[config.mk]
export PLATFORM = sky130hd
export DESIGN_NAME = framebuffer_fetch_flat
export DESIGN_NICKNAME = d
export VERILOG_FILES = /design/src/rtl/hub75_pkg.sv /design/src/rtl/scan_if.sv /design/src/rtl/framebuffer_fetch.sv /design/src/flat_wrapper.sv
export SDC_FILE = /design/constraint.sdc
export NUM_CORES = 1
export LEC_CHECK = 0
export BUFFER_PORTS_ARGS = -buffer_cell sky130_fd_sc_hd__buf_4
export CORE_MARGIN = 8
export CORE_UTILIZATION = 52
export DETAILED_ROUTE_END_ITERATION = 16
export PLACE_DENSITY = 0.83
export SLEW_MARGIN = 20
export SYNTH_ARGS = -nofsm -noshare
export SYNTH_HDL_FRONTEND = slang
export SYNTH_SLANG_ARGS = --single-unit
[constraint.sdc]
create_clock -name clk_in -period 4.6 [get_ports clk_in]
set_input_delay 0.46 -clock clk_in [delete_from_list [all_inputs] [get_ports clk_in]]
set_output_delay 0.46 -clock clk_in [all_outputs]
set_load 0.05 [all_outputs]
[src/rtl/hub75_pkg.sv]
`default_nettype none

package hub75_pkg;

    localparam int pixel_width      = 64;
    localparam int pixel_halfheight = 16;  // Rows per scanned half
    localparam int pixel_height     = 2 * pixel_halfheight;
    localparam int pixel_addr_width = 11;
    localparam int fb_depth         = pixel_width * pixel_height;

    localparam int col_width   = $clog2(pixel_width);
    localparam int row_width   = $clog2(pixel_halfheight);
    localparam int plane_count = 6;
    localparam int plane_width = $clog2(plane_count);

    localparam int col_cycles    = 4;  // clk_in cycles per shifted column
    localparam int slot_width    = $clog2(col_cycles);
    localparam int oe_unit       = 8;  // Display time of plane 0
    localparam int display_width = $clog2(oe_unit) + plane_count;
    localparam int blank_cycles  = 2;
    localparam int blank_width   = $clog2(blank_cycles + 1);

    // Wishbone address bit selecting the control register
    localparam int ctrl_reg_bit = 11;

    localparam logic [plane_count-1:0] brightness_enable_reset = '1;
    localparam logic [2:0]             rgb_enable_reset        = 3'b111;

    typedef logic [15:0] pixel_t;  // RGB565

    // 5-bit fields widen by repeating their top bit
    function automatic logic [plane_count-1:0] expand_red(pixel_t px);
        return {px[15:11], px[15]};
    endfunction

    function automatic logic [plane_count-1:0] expand_green(pixel_t px);
        return px[10:5];
    endfunction

    function automatic logic [plane_count-1:0] expand_blue(pixel_t px);
        return {px[4:0], px[4]};
    endfunction

endpackage

`default_nettype wire

[src/rtl/scan_if.sv]
`timescale 1ns/100ps
`default_nettype none

interface scan_if;

    logic [5:0] column_address;
    logic [3:0] row_address;       // Row within the top half
    logic [2:0] plane;
    logic       pixel_load_start;  // First cycle of a column slot

    modport scanner (
        output column_address,
        output row_address,
        output plane,
        output pixel_load_start
    );

    modport fetcher (
        input column_address,
        input row_address,
        input plane,
        input pixel_load_start
    );

endinterface

`default_nettype wire

[src/rtl/framebuffer_fetch.sv]
`timescale 1ns/100ps
`default_nettype none

module framebuffer_fetch import hub75_pkg::*; (
    input  wire                         clk_in,
    input  wire                         reset,
    scan_if.fetcher                     scan,
    output logic [pixel_addr_width-1:0] ram_address,
    output logic                        ram_read_enable,
    input  wire pixel_t                 ram_read_data,
    input  wire [plane_count-1:0]       brightness_enable,
    input  wire [2:0]                   rgb_enable,
    output logic [2:0]                  rgb1,
    output logic [2:0]                  rgb2
);

    logic [pixel_addr_width-1:0] top_address;
    logic [pixel_addr_width-1:0] bottom_address;
    logic                        bottom_read;   // Slot cycle 1
    logic                        bottom_ready;  // Slot cycle 2, bottom pixel on the port
    logic [plane_width-1:0]      plane_q;
    pixel_t                      top_pixel;

    // Current plane's bit of each color as {blue, green, red}, masked
    function automatic logic [2:0] pixel_split(
        pixel_t                 px,
        logic [plane_width-1:0] plane,
        logic [plane_count-1:0] brightness,
        logic [2:0]             rgb_en
    );
        logic [plane_count-1:0] red;
        logic [plane_count-1:0] green;
        logic [plane_count-1:0] blue;
        red   = expand_red(px);
        green = expand_green(px);
        blue  = expand_blue(px);
        return {blue[plane], green[plane], red[plane]} & rgb_en & {3{brightness[plane]}};
    endfunction

    assign top_address = pixel_addr_width'(scan.row_address) * pixel_addr_width'(pixel_width)
                       + pixel_addr_width'(scan.column_address);

    // Top read on the load strobe, bottom read right behind it
    assign ram_read_enable = scan.pixel_load_start | bottom_read;
    assign ram_address     = bottom_read ? bottom_address : top_address;

    always_ff @(posedge clk_in) begin
        if (scan.pixel_load_start) begin
            bottom_address <= top_address + pixel_addr_width'(pixel_halfheight * pixel_width);
            plane_q        <= scan.plane;  // Used two cycles later
        end
        if (bottom_read) begin
            top_pixel <= ram_read_data;
        end
    end

    always_ff @(posedge clk_in) begin
        if (reset) begin
            bottom_read  <= 1'b0;
            bottom_ready <= 1'b0;
            rgb1         <= '0;
            rgb2         <= '0;
        end else begin
            bottom_read  <= scan.pixel_load_start;
            bottom_ready <= bottom_read;
            if (bottom_ready) begin
                rgb1 <= pixel_split(top_pixel, plane_q, brightness_enable, rgb_enable);
                rgb2 <= pixel_split(ram_read_data, plane_q, brightness_enable, rgb_enable);
            end
        end
    end

endmodule

`default_nettype wire

[src/flat_wrapper.sv]
// flat-port wrapper written by rule: the top's interface ports become plain ports
module framebuffer_fetch_flat import hub75_pkg::*;
  (clk_in, reset, ram_address, ram_read_enable, ram_read_data, brightness_enable, rgb_enable, rgb1, rgb2, scan_column_address, scan_row_address, scan_plane, scan_pixel_load_start);
  scan_if scan_i ();
  input  wire clk_in;
  input  wire reset;
  output logic [pixel_addr_width-1:0] ram_address;
  output logic ram_read_enable;
  input  wire pixel_t ram_read_data;
  input  wire [plane_count-1:0] brightness_enable;
  input  wire [2:0] rgb_enable;
  output logic [2:0] rgb1;
  output logic [2:0] rgb2;
  input wire logic [$bits(scan_i.column_address)-1:0] scan_column_address;
  input wire logic [$bits(scan_i.row_address)-1:0] scan_row_address;
  input wire logic [$bits(scan_i.plane)-1:0] scan_plane;
  input wire logic [$bits(scan_i.pixel_load_start)-1:0] scan_pixel_load_start;
  assign scan_i.column_address = scan_column_address;
  assign scan_i.row_address = scan_row_address;
  assign scan_i.plane = scan_plane;
  assign scan_i.pixel_load_start = scan_pixel_load_start;
  framebuffer_fetch u_core (.clk_in(clk_in), .reset(reset), .scan(scan_i), .ram_address(ram_address), .ram_read_enable(ram_read_enable), .ram_read_data(ram_read_data), .brightness_enable(brightness_enable), .rgb_enable(rgb_enable), .rgb1(rgb1), .rgb2(rgb2));
endmodule
# Word-level counts from Yosys, hierarchy flattened
# Cells that the tools add are included.
[totals] latch_bits=0 out_inout_bits=18 mem_bits_ro=0 ff_bits=38 word_cells=30 n_memories=0 in_bits=41 mem_bits_rw=0
[op_classes] n_mul=0 n_lt_le_gt_ge=1 n_shift=0 n_div=0 eq_ne=0 n_reduce_logical=0 n_mux=15 n_bitwise=5 addsub=2
[ops] op="$bmux 1 s3" n=7
[ops] op="$and 3x3->3" n=4
[ops] op="$add 10x6->11" n=1
[ops] op="$add 11x11->11 const B" n=1
[ops] op="$mux 11" n=1
[ops] op="$mux 1" n=7
[ops] op="$lt 3x4->1 const B" n=1
[ops] op="$or 1x1->1" n=1

# Logic depth before layout (Yosys ltp)
# Gate-level depths: netlist (run 1).
[logic_depth] ltp_word=4 depth_mapped=7 ltp_nobuf=5

# Least setup slack after synthesis (run 1)
# OpenSTA, ideal clock, no wires.
[synth_path] kind="register to output" start="reg u_core.bottom_read" end="out ram_address[0]" stages_incl_launch_ff=3 required_time_ps=4140 path_buffers=1 arrival_ps=1561 setup_slack_ps=2579 path_cell_list="dfxtp_1 -> buf_1 -> mux2_2"
[synth_via] elab_chain_cells=1
[synth_rtl] item="start: declaration" line_no="framebuffer_fetch.sv:19" source="logic bottom_read;"
[synth_rtl] item="start signal: assignment" line_no="framebuffer_fetch.sv:64" source="bottom_read <= scan.pixel_load_start;"
[synth_rtl] item="$mux 11" line_no="framebuffer_fetch.sv:45" source="assign ram_address = bottom_read ? bottom_address : top_address;"
[synth_rtl] item="end: declaration" line_no="flat_wrapper.sv:7" source="output logic [pixel_addr_width-1:0] ram_address;"
# Every way passes these cells.

# Worst setup path in the final report (run 1)
[layout_path] start="reg u_core.bottom_read" end="out ram_address[5]"
# The elaborated chain is that of the path after synthesis.

==> results of run 1 <==
[stage by stage]
stage	cell area (um2)	hold WS, ps	cells	worst slack, ps	power, mW
6_report	2140	300	218	2300	0.680
5_1_grt	2140	266	218	2180	0.711
4_1_cts	2140	277	218	2260	0.688
3_5_place_dp	2100	465	210	2640	0.530
3_3_place_gp	2100	455	210	2700	0.526
2_1_floorplan	1640	529	115	2580	0.475
[worst max-delay path, stage by stage (launching register included)]
cell and delay [ps]:
dfxtp_1 590, buf_4 350, mux2_2 370, buf_4 190
[per-layer routing]
metal	vias up	global-route usage, %	part of all wire, %
li1	568	-	-
met1	557	15.2	39
met2	47	25.6	51
met3	8	7.58	7.9
met4	0	8.62	1.9
met5	-	0	0
[registers in the layout, summed over array words and instances, names as in the netlist]
signal and cells:
u_core.top_pixel 16, u_core.bottom_address 10, u_core.plane_q 3, u_core.rgb1 3, u_core.rgb2 3, u_core.bottom_read 1
u_core.bottom_ready 1
[how the worst max path moves through the flow]
stage                     endpoint  slack [ps]  cells after the start
floorplan           ram_address[0]        2580                      2
global placement    ram_address[3]        2700                      3
detailed placement  ram_address[5]        2640                      3
CTS                 ram_address[5]        2260                      3
global route        ram_address[7]        2180                      3
finish              ram_address[5]        2300                      3
[cell families after synthesis]
group / after synthesis / synth area share, %
AO/OA/AOI/OAI: 25 / 11.1
buffers and inverters: 8 / 2.67
flip-flops: 37 / 62.8
multiplexers: 25 / 16.4
AND/OR/NAND/NOR: 20 / 7.01
[layout make-up]
cell class | count | area, um2
clock buffers | 8 | 48.8
fillers | 232 | 883
multi-input cells | 70 | 567
flip-flops and latches | 37 | 1030
well taps | 44 | 55.1
repair buffers | 59 | 443
[power by group through the flow]
stage | Combinational [mW] | Sequential, mW | Clock (mW)
5_1_grt | 0.133 | 0.400 | 0.178
3_5_place_dp | 0.125 | 0.405 | 0
6_report | 0.125 | 0.397 | 0.158
4_1_cts | 0.126 | 0.397 | 0.165
3_3_place_gp | 0.122 | 0.403 | 0
2_1_floorplan | 0.0811 | 0.394 | 0
[cells in the final DEF (no fill, tap or decap), drive strengths merged]
cell type | Yosys | final
o21ai | 2 | 2
nand4 | 2 | 2
a21oi | 4 | 4
nand4b | 1 | 1
a32o | 4 | 4
nor2b | 4 | 4
a31oi | 4 | 4
o211ai | 2 | 2
or2 | 1 | 1
and2b | 1 | 1
nand2b | 2 | 2
buf | 5 | 59
mux2 | 15 | 15
clkbuf | 3 | 8
nor2 | 5 | 5
edfxtp | 29 | 29
nand2 | 3 | 3
o22ai | 4 | 4
mux2i | 10 | 10
or4b | 1 | 1
a22oi | 4 | 4
dfxtp | 8 | 8
o311ai | 1 | 1
==> results.py, run 1 <==
metrics = {
    "status": {
        "status": "complete, no violations",
    },
    "logic_synthesis": {
        "ys.flop_type": "edfxtp_1",
        "synthTopCellsByArea": "edfxtp_1 (53%), dfxtp_1 (9.8%), mux2_2 (8.9%)",
        "seq_area_frac_synth_pct": 62.8,
        "ys_types": 28,
        "synthesis.area_um2": 1640,
        "syn-num-nets": 156,
        "synth_top_area_share_pct": 53.0,
        "avgSynthCellArea_um2": 14.3,
        "async_flop_share_pct": 0,
        "synth_cells": 115,
        "yosys.area.top_type": "edfxtp_1",
        "synth_commonest_cells": "edfxtp_1 (29), mux2_2 (13), mux2i_1 (10)",
        "ys_ff_latch": 37,
        "synth-edff-count": 29,
        "yosysMostFrequentCell": "edfxtp_1",
        "yosysWarningCount": 0,
    },
    "worst_hold_path": {
        "worstHoldStart": "scan_plane[2]",
        "min_path_cells": 1,
        "hp-class": "input port to flop",
        "hold_path_end": "u_core.plane_q[2]",
    },
    "cells_and_area": {
        "fin_util_pct": 70.8,
        "diodes": 0,
        "nNetsFinal": 214,
        "syn_to_final_growth_pct": 30.6,
        "drive_above_1_share_pct": 46.6,
    },
    "sta": {
        "fin_tns_setup_ps": 0,
        "finalCritPeriodShare_pct": 50.0,
        "maxSlewViolCount": 0,
        "worstMarginPinSlew_ps": 811,
        "period_needed_ps": 2300,
        "hold_viol_final": 0,
        "slew_headroom_pct": 45.9,
        "setup_violations": 0,
        "rsz0062_at_grt": "no",
        "skew_ps": 6.43,
        "max_freq_mhz": 435,
    },
    "pwr": {
        "pwr-share-seq_pct": 58.5,
        "p_sw_mw": 0.181,
        "powerDensity_nw_per_um2": 317,
        "p_int_mw": 0.499,
        "clockPowerShare_pct": 23.2,
        "p_sw_share_pct": 26.6,
        "ir_drop_v": 0.000242,
        "comb_power_share_pct": 18.4,
        "p_leak_nw": 0.854,
    },
    "clocking": {
        "clock_latency_ps": 330,
        "tritoncts": "built",
        "htree_levels": 2,
        "cts_setup_buffers": 0,
        "clock_path_buffers": 2,
        "cts.sinks": 37,
        "cts_root_buf": "clkbuf_4",
        "cts_resized": 0,
        "clkTransAtPathRegs_ps": 100,
        "cts_hold_buf": 0,
        "cts_inserted_buffers": 5,
    },
    "floorplanning": {
        "start_util_pct": 54.2,
        "rows": 20,
        "fp.dieArea_um2": 5210,
        "die_h_um": 72.2,
        "core_um2": 3030,
        "dieWidth_um": 72.2,
        "io-pin-count": 59,
    },
    "placement": {
        "place_congestion": 0.808,
        "numPortBuffers": 58,
        "dp_hpwl_mm": 2.90,
    },
    "worst_setup_path": {
        "crit_type": "flop to primary output",
        "crit_path_start": "u_core.bottom_read",
        "critPathCaptureType": "primary output",
        "r2r_start": "u_core.plane_q[1]",
        "ff2ff_setup_slack_ps": 2640,
        "cp.required_ps": 4140,
        "cp_max_fo": 19,
        "worstPathArrival_ps": 1840,
        "reg2regPathDepth": 5,
        "startpoint_type": "flop",
        "worstReg2RegEnd": "u_core.rgb2[0]",
    },
    "routing": {
        "viasPerCell": 5.41,
        "wl_per_cell_um": 17.3,
        "first_pass_iters": 5,
        "vias": 1180,
        "drc": 0,
        "drt_iter0_markers": 71,
        "postRouteAntennaNets": 0,
        "wl_mm": 3.78,
    },
    "grt": {
        "gr-usage-all-layers_pct": 15.4,
        "antenna_found_initial": 0,
        "grt_max_degree": 21,
        "grt_pass1_vias": 1279,
        "grt.overflow.total": 0,
        "grt_pass1_wl_mm": 5.99,
    },
    "job": {
        "cap_violations": 0,
    },
}
Note: power is estimated with default switching activity, not from simulation.
==> run 2: changes to the inputs <==
--- a/config.mk
+++ b/config.mk
@@ -5,11 +5,12 @@
 export SDC_FILE = /design/constraint.sdc
 export NUM_CORES = 1
 export LEC_CHECK = 0
+export ABC_AREA = 1
 export BUFFER_PORTS_ARGS = -buffer_cell sky130_fd_sc_hd__buf_4
 export CORE_MARGIN = 8
-export CORE_UTILIZATION = 52
+export CORE_UTILIZATION = 50
 export DETAILED_ROUTE_END_ITERATION = 16
-export PLACE_DENSITY = 0.83
+export PLACE_DENSITY = 0.79
 export SLEW_MARGIN = 20
 export SYNTH_ARGS = -nofsm -noshare
 export SYNTH_HDL_FRONTEND = slang
==> constraint.sdc (replaced) <==
create_clock -name clk_in -period 2.25 [get_ports clk_in]
set_input_delay 0.225 -clock clk_in [delete_from_list [all_inputs] [get_ports clk_in]]
set_output_delay 0.225 -clock clk_in [all_outputs]
set_load 0.05 [all_outputs]
==> results.py, run 2 <==
metrics = {
    "routing": {
        "drt_iter0_markers": 70,
        "first_pass_iters": 6,
        "wl_mm": 4.17,
        "wl_per_cell_um": 13.0,
        "postRouteAntennaNets": 0,
        "vias": 1531,
        "drc": 0,
        "viasPerCell": 4.75,
    },
    "sta": {
        "fin_tns_setup_ps": 0,
        "skew_ps": 9.34,
        "setup_violations": 0,
        "maxSlewViolCount": 0,
        "hold_viol_final": 0,
        "finalCritPeriodShare_pct": 86.7,
        "slew_headroom_pct": 64.2,
        "period_needed_ps": 1950,
        "max_freq_mhz": 512,
        "worstMarginPinSlew_ps": 537,
        "rsz0062_at_grt": "no",
    },
    "clocking": {
        "cts_resized": 0,
        "tritoncts": "built",
        "cts.sinks": 37,
        "cts_hold_buf": 0,
        "clock_path_buffers": 2,
        "cts_setup_buffers": 0,
        "cts_inserted_buffers": 5,
        "cts_root_buf": "clkbuf_4",
        "clock_latency_ps": 350,
        "clkTransAtPathRegs_ps": 110,
        "htree_levels": 2,
    },
    "worst_setup_path": {
        "crit_path_start": "u_core.bottom_read",
        "crit_type": "flop to primary output",
        "cpPeakStageDelay_ps": 670,
        "startpoint_type": "flop",
        "cp_max_fo": 15,
        "r2r_start": "u_core.plane_q[0]",
        "crit_chain": "inv_1 -> nand2_1 -> nand2_1 -> buf_4",
        "cp.required_ps": 2030,
        "worstPathArrival_ps": 1730,
        "critPathCaptureType": "primary output",
        "cp_slowest_cell": "dfxtp_1",
        "crit_top_cell": "nand2_1",
    },
    "logic_synthesis": {
        "synth_mux_area_share_pct": 0,
        "synth-edff-count": 29,
        "yosysWarningCount": 0,
        "seq_area_frac_synth_pct": 56.8,
        "ys_types": 18,
        "avgSynthCellArea_um2": 8.44,
        "synth_top_area_share_pct": 48.0,
        "synth_compound_area_share_pct": 4.82,
        "synth_cells": 215,
        "ys.flop_type": "edfxtp_1",
        "synth-adder-area-share_pct": 0,
        "async_flop_share_pct": 0,
        "ys_ff_latch": 37,
        "syn-num-nets": 256,
        "synthTopCellsByArea": "edfxtp_1 (48%), nand2_1 (19%), dfxtp_1 (8.8%)",
        "synth_simple_gate_area_share_pct": 26.8,
        "yosysMostFrequentCell": "nand2_1",
        "yosys.area.top_type": "edfxtp_1",
        "synthesis.area_um2": 1820,
        "synth_commonest_cells": "nand2_1 (93), inv_1 (32), edfxtp_1 (29)",
        "synthXorXnorAreaFrac_pct": 0,
        "synth_top_family_by_area": "simple AND/OR/NAND/NOR gates",
    },
    "cells_and_area": {
        "diodes": 0,
        "syn_to_final_growth_pct": 29.4,
        "top_regs": "u_core.top_pixel x16, u_core.bottom_address x10",
        "regMostFlops": "u_core.top_pixel",
        "stdcell_count": 322,
        "largest_reg_flops": 16,
        "nNetsFinal": 314,
        "fin_util_pct": 65.7,
        "layout_common_cells": "nand2_1 (93), buf_4 (60), inv_1 (32)",
        "final_common_cell": "nand2_1",
        "drive_above_1_share_pct": 27.0,
        "final_area_um2": 2350,
    },
    "pwr": {
        "p_leak_nw": 1.18,
        "ir_drop_v": 0.000515,
        "powerDensity_nw_per_um2": 672,
        "total_power_mw": 1.58,
    },
    "placement": {
        "numPortBuffers": 58,
        "dpl_cell_area_um2": 2260,
        "placed_cells": 314,
        "dp_hpwl_mm": 3.10,
        "place_congestion": 0.760,
    },
    "grt": {
        "grt_max_degree": 18,
        "grt_pass1_wl_mm": 6.78,
        "antenna_found_initial": 0,
        "gr-usage-all-layers_pct": 14.4,
        "grt.overflow.total": 0,
        "grt_pass1_vias": 1505,
    },
    "worst_hold_path": {
        "worstHoldStart": "scan_plane[0]",
        "hp-class": "input port to flop",
    },
    "floorplanning": {
        "io-pin-count": 59,
        "fp.dieArea_um2": 5810,
        "dieWidth_um": 76.3,
        "die_h_um": 76.3,
        "start_util_pct": 50.7,
        "core_um2": 3580,
        "rows": 22,
    },
    "status": {
        "status": "complete, no violations",
    },
    "job": {
        "cap_violations": 0,
    },
}
-- run 2: changes by cell type in the layout (fill, tap and decap cells not counted), moves of 4 or more --
cell	delta
a22oi_1	-4
a31oi_1	-4
inv_1	+32
mux2_2	-13
mux2i_1	-10
nand2_1	+90
nand3_1	+20
nor2b_1	-4
o211ai_1	+4
o22ai_1	-4
-- run 2: worst paths after layout --
path / cells after the start / slack (ps) / end
hold / removal: 1 / 50 / u_core.plane_q[0]
hold reg to reg: 2 / 470 / u_core.rgb2[2]
setup / recovery: 4 / 300 / ram_address[5]
setup reg to reg: 8 / 630 / u_core.rgb2[1]
-- run 2: through the flow --
| step | hold WS [ps] | setup slack (ps) |
|---|---|---|
| 6_report | 45.6 | 298 |
| 5_1_grt | 17.5 | 130 |
| 4_1_cts | 34.4 | 306 |
| 3_5_place_dp | 405 | 624 |
| 3_3_place_gp | 403 | 688 |
| 2_1_floorplan | 324 | 612 |
-- run 2: cells by family after synthesis --
family / count (synthesis)
buffers and inverters: 46
flip-flops: 37
AO/OA/AOI/OAI: 13
AND/OR/NAND/NOR: 119
-- run 2: area by class of cell --
cell class / count / area [um2]
repair buffers: 60 / 450
well taps: 48 / 60.1
fillers: 304 / 1230
flip-flops and latches: 37 / 1030
multi-input cells: 132 / 574
inverters: 37 / 141
clock inverters: 1 / 5.00
clock buffers: 7 / 87.6
-- run 2: report_power, final --
| part | leakage [nW] | internal, mW | switching [mW] |
|---|---|---|---|
| clock network | 0.0516 | 0.255 | 0.233 |
| logic | 0.790 | 0.112 | 0.180 |
| registers | 0.342 | 0.774 | 0.0248 |
| total | 1.18 | 1.14 | 0.437 |
-- run 2: per-layer routing --
metal / global-route usage [%] / routed length (um) / vias up
li1: - / - / 786
met1: 16.2 / 1800 / 693
met4: 4.62 / 53 / 0
met2: 23.7 / 2030 / 47
met3: 6.49 / 298 / 5
met5: 0 / 0 / -
-- run 2: worst max-delay path, delay by kind of cell (launching register included) --
family	cells	cell delay, ps
buf+inv	2	520
simple gates	2	200
flops	1	670
==> run 3: changes to the inputs <==
--- a/config.mk
+++ b/config.mk
@@ -8,9 +8,8 @@
 export ABC_AREA = 1
 export BUFFER_PORTS_ARGS = -buffer_cell sky130_fd_sc_hd__buf_4
 export CORE_MARGIN = 8
-export CORE_UTILIZATION = 50
+export CORE_UTILIZATION = 23
 export DETAILED_ROUTE_END_ITERATION = 16
-export PLACE_DENSITY = 0.79
 export SLEW_MARGIN = 20
 export SYNTH_ARGS = -nofsm -noshare
 export SYNTH_HDL_FRONTEND = slang
==> results.py, run 3 (synthesis results as in run 2) <==
metrics = {
    "worst_setup_path": {
        "worstPathArrival_ps": 1470,
        "path_buf_inv": 2,
        "worstReg2RegEnd": "u_core.rgb2[1]",
        "reg2regPathDepth": 6,
        "ff2ff_setup_slack_ps": 710,
        "crit_chain": "buf_4 -> nand2_1 -> nand2_1 -> buf_4",
        "crit_type": "flop to primary output",
        "cp_slowest_cell": "dfxtp_1",
        "critPathCaptureType": "primary output",
        "startpoint_type": "flop",
        "r2r_start": "u_core.plane_q[0]",
        "cp.required_ps": 2030,
        "cp_max_fo": 21,
        "cp_top_family": "buffers and inverters",
        "cpPeakStageDelay_ps": 480,
    },
    "cells_and_area": {
        "diodes": 0,
        "largest_reg_flops": 16,
        "regMostFlops": "u_core.top_pixel",
        "final_common_cell": "nand2_1",
        "seq_area_um2": 1030,
        "top_regs": "u_core.top_pixel x16, u_core.bottom_address x10",
        "fin_util_pct": 31.4,
        "multiInputGateArea_um2": 574,
        "final_area_um2": 2410,
        "layout_common_cells": "nand2_1 (93), buf_4 (60), inv_1 (32)",
        "syn_to_final_growth_pct": 33.0,
        "fillerInstances": 832,
        "nNetsFinal": 314,
        "drive_above_1_share_pct": 27.0,
    },
    "grt": {
        "grt.overflow.total": 0,
        "grt_pass1_wl_mm": 7.82,
        "antenna_found_initial": 0,
        "grt_pass1_vias": 1645,
        "grt_max_degree": 22,
        "gr-usage-all-layers_pct": 8.74,
    },
    "sta": {
        "max_freq_mhz": 589,
        "period_needed_ps": 1700,
        "rsz0062_at_grt": "no",
        "skew_ps": 12.8,
        "setup_violations": 0,
        "worstMarginPinSlew_ps": 397,
        "finalCritPeriodShare_pct": 75.5,
        "slew_headroom_pct": 73.5,
        "hold_viol_final": 0,
        "hold-worst-slack_ps": 111,
        "fin_tns_setup_ps": 0,
        "maxSlewViolCount": 0,
    },
    "worst_hold_path": {
        "min_path_cells": 1,
        "hp-class": "input port to flop",
        "hold_path_end": "u_core.top_pixel[12]",
        "worstHoldStart": "ram_read_data[12]",
    },
    "clocking": {
        "htree_levels": 2,
        "clkTransAtPathRegs_ps": 90,
        "cts.sinks": 37,
        "cts_inserted_buffers": 5,
        "cts_root_buf": "clkbuf_8",
        "cts_hold_buf": 0,
        "cts_resized": 0,
        "cts_setup_buffers": 0,
        "tritoncts": "built",
        "clock_path_buffers": 2,
        "clock_latency_ps": 290,
    },
    "floorplanning": {
        "dieWidth_um": 105,
        "io-pin-count": 59,
        "start_util_pct": 23.6,
        "rows": 32,
        "fp.dieArea_um2": 11000,
        "core_um2": 7690,
        "die_h_um": 105,
    },
    "routing": {
        "postRouteAntennaNets": 0,
        "viasPerCell": 4.05,
        "wl_per_cell_um": 12.0,
        "first_pass_iters": 5,
        "wl_mm": 4.51,
        "drc": 0,
        "drt_iter0_markers": 68,
        "vias": 1521,
    },
    "placement": {
        "dpl_cell_area_um2": 2320,
        "place_congestion": 0.761,
        "numPortBuffers": 58,
        "dp_hpwl_mm": 3.52,
    },
    "pwr": {
        "p_int_mw": 1.11,
        "powerDensity_nw_per_um2": 648,
        "pwr-share-seq_pct": 50.8,
        "ir_drop_v": 0.000234,
        "p_sw_share_pct": 29.2,
        "comb_power_share_pct": 19.0,
        "p_leak_nw": 1.18,
        "p_sw_mw": 0.457,
        "total_power_mw": 1.56,
        "clockPowerShare_pct": 30.3,
    },
    "status": {
        "status": "complete, no violations",
    },
    "job": {
        "cap_violations": 0,
    },
}
## run 3: changes by cell type in the layout (fill, tap and decap cells not counted)
cell,previous run,this run
clkbuf_16,2,0
clkbuf_4,5,0
clkbuf_8,0,5
clkinvlp_4,0,1
inv_6,0,1
## run 3: through the flow
stage,setup WS [ps],cells
after floorplan,612,215
after global placement,753,368
after detailed placement,711,368
after CTS,506,376
after global routing,430,376
final,552,376
## run 3: how the worst max path moves through the flow
stage,start,endpoint,slack (ps),cells after the start
global placement,u_core.plane_q[0],u_core.rgb2[1],750,6
global route,u_core.bottom_read,ram_address[3],430,4
finish,u_core.bottom_read,ram_address[6],550,4
CTS,u_core.bottom_read,ram_address[6],510,4
floorplan,u_core.bottom_read,ram_address[5],610,3
detailed placement,u_core.plane_q[0],u_core.rgb2[1],710,6
## run 3: per-layer routing
metal  GRT usage [%]  vias up  part of all wire [%]
met5               0        -                     0
met4            3.98        0                   2.0
met3            3.32        7                   7.3
met2            13.5       47                    46
met1            10.6      677                    45
li1                -      790                     -
## run 3: final cells by class
| class | count | share of cell area [%] |
|---|---|---|
| Sequential cell | 37 | 42.7 |
| Multi-Input combinational cell | 132 | 23.8 |
| Timing Repair Buffer | 60 | 18.7 |
| Inverter | 37 | 5.85 |
| Tap cell | 102 | 5.28 |
| Clock buffer | 5 | 2.85 |
| Clock inverter | 3 | 0.881 |
## run 3: power by group through the flow
stage	sequential, mW	clock, mW	combinational [mW]
2_1_floorplan	0.806	0	0.188
3_3_place_gp	0.809	0	0.297
3_5_place_dp	0.810	0	0.300
4_1_cts	0.794	0.502	0.301
5_1_grt	0.799	0.527	0.333
6_report	0.794	0.473	0.297
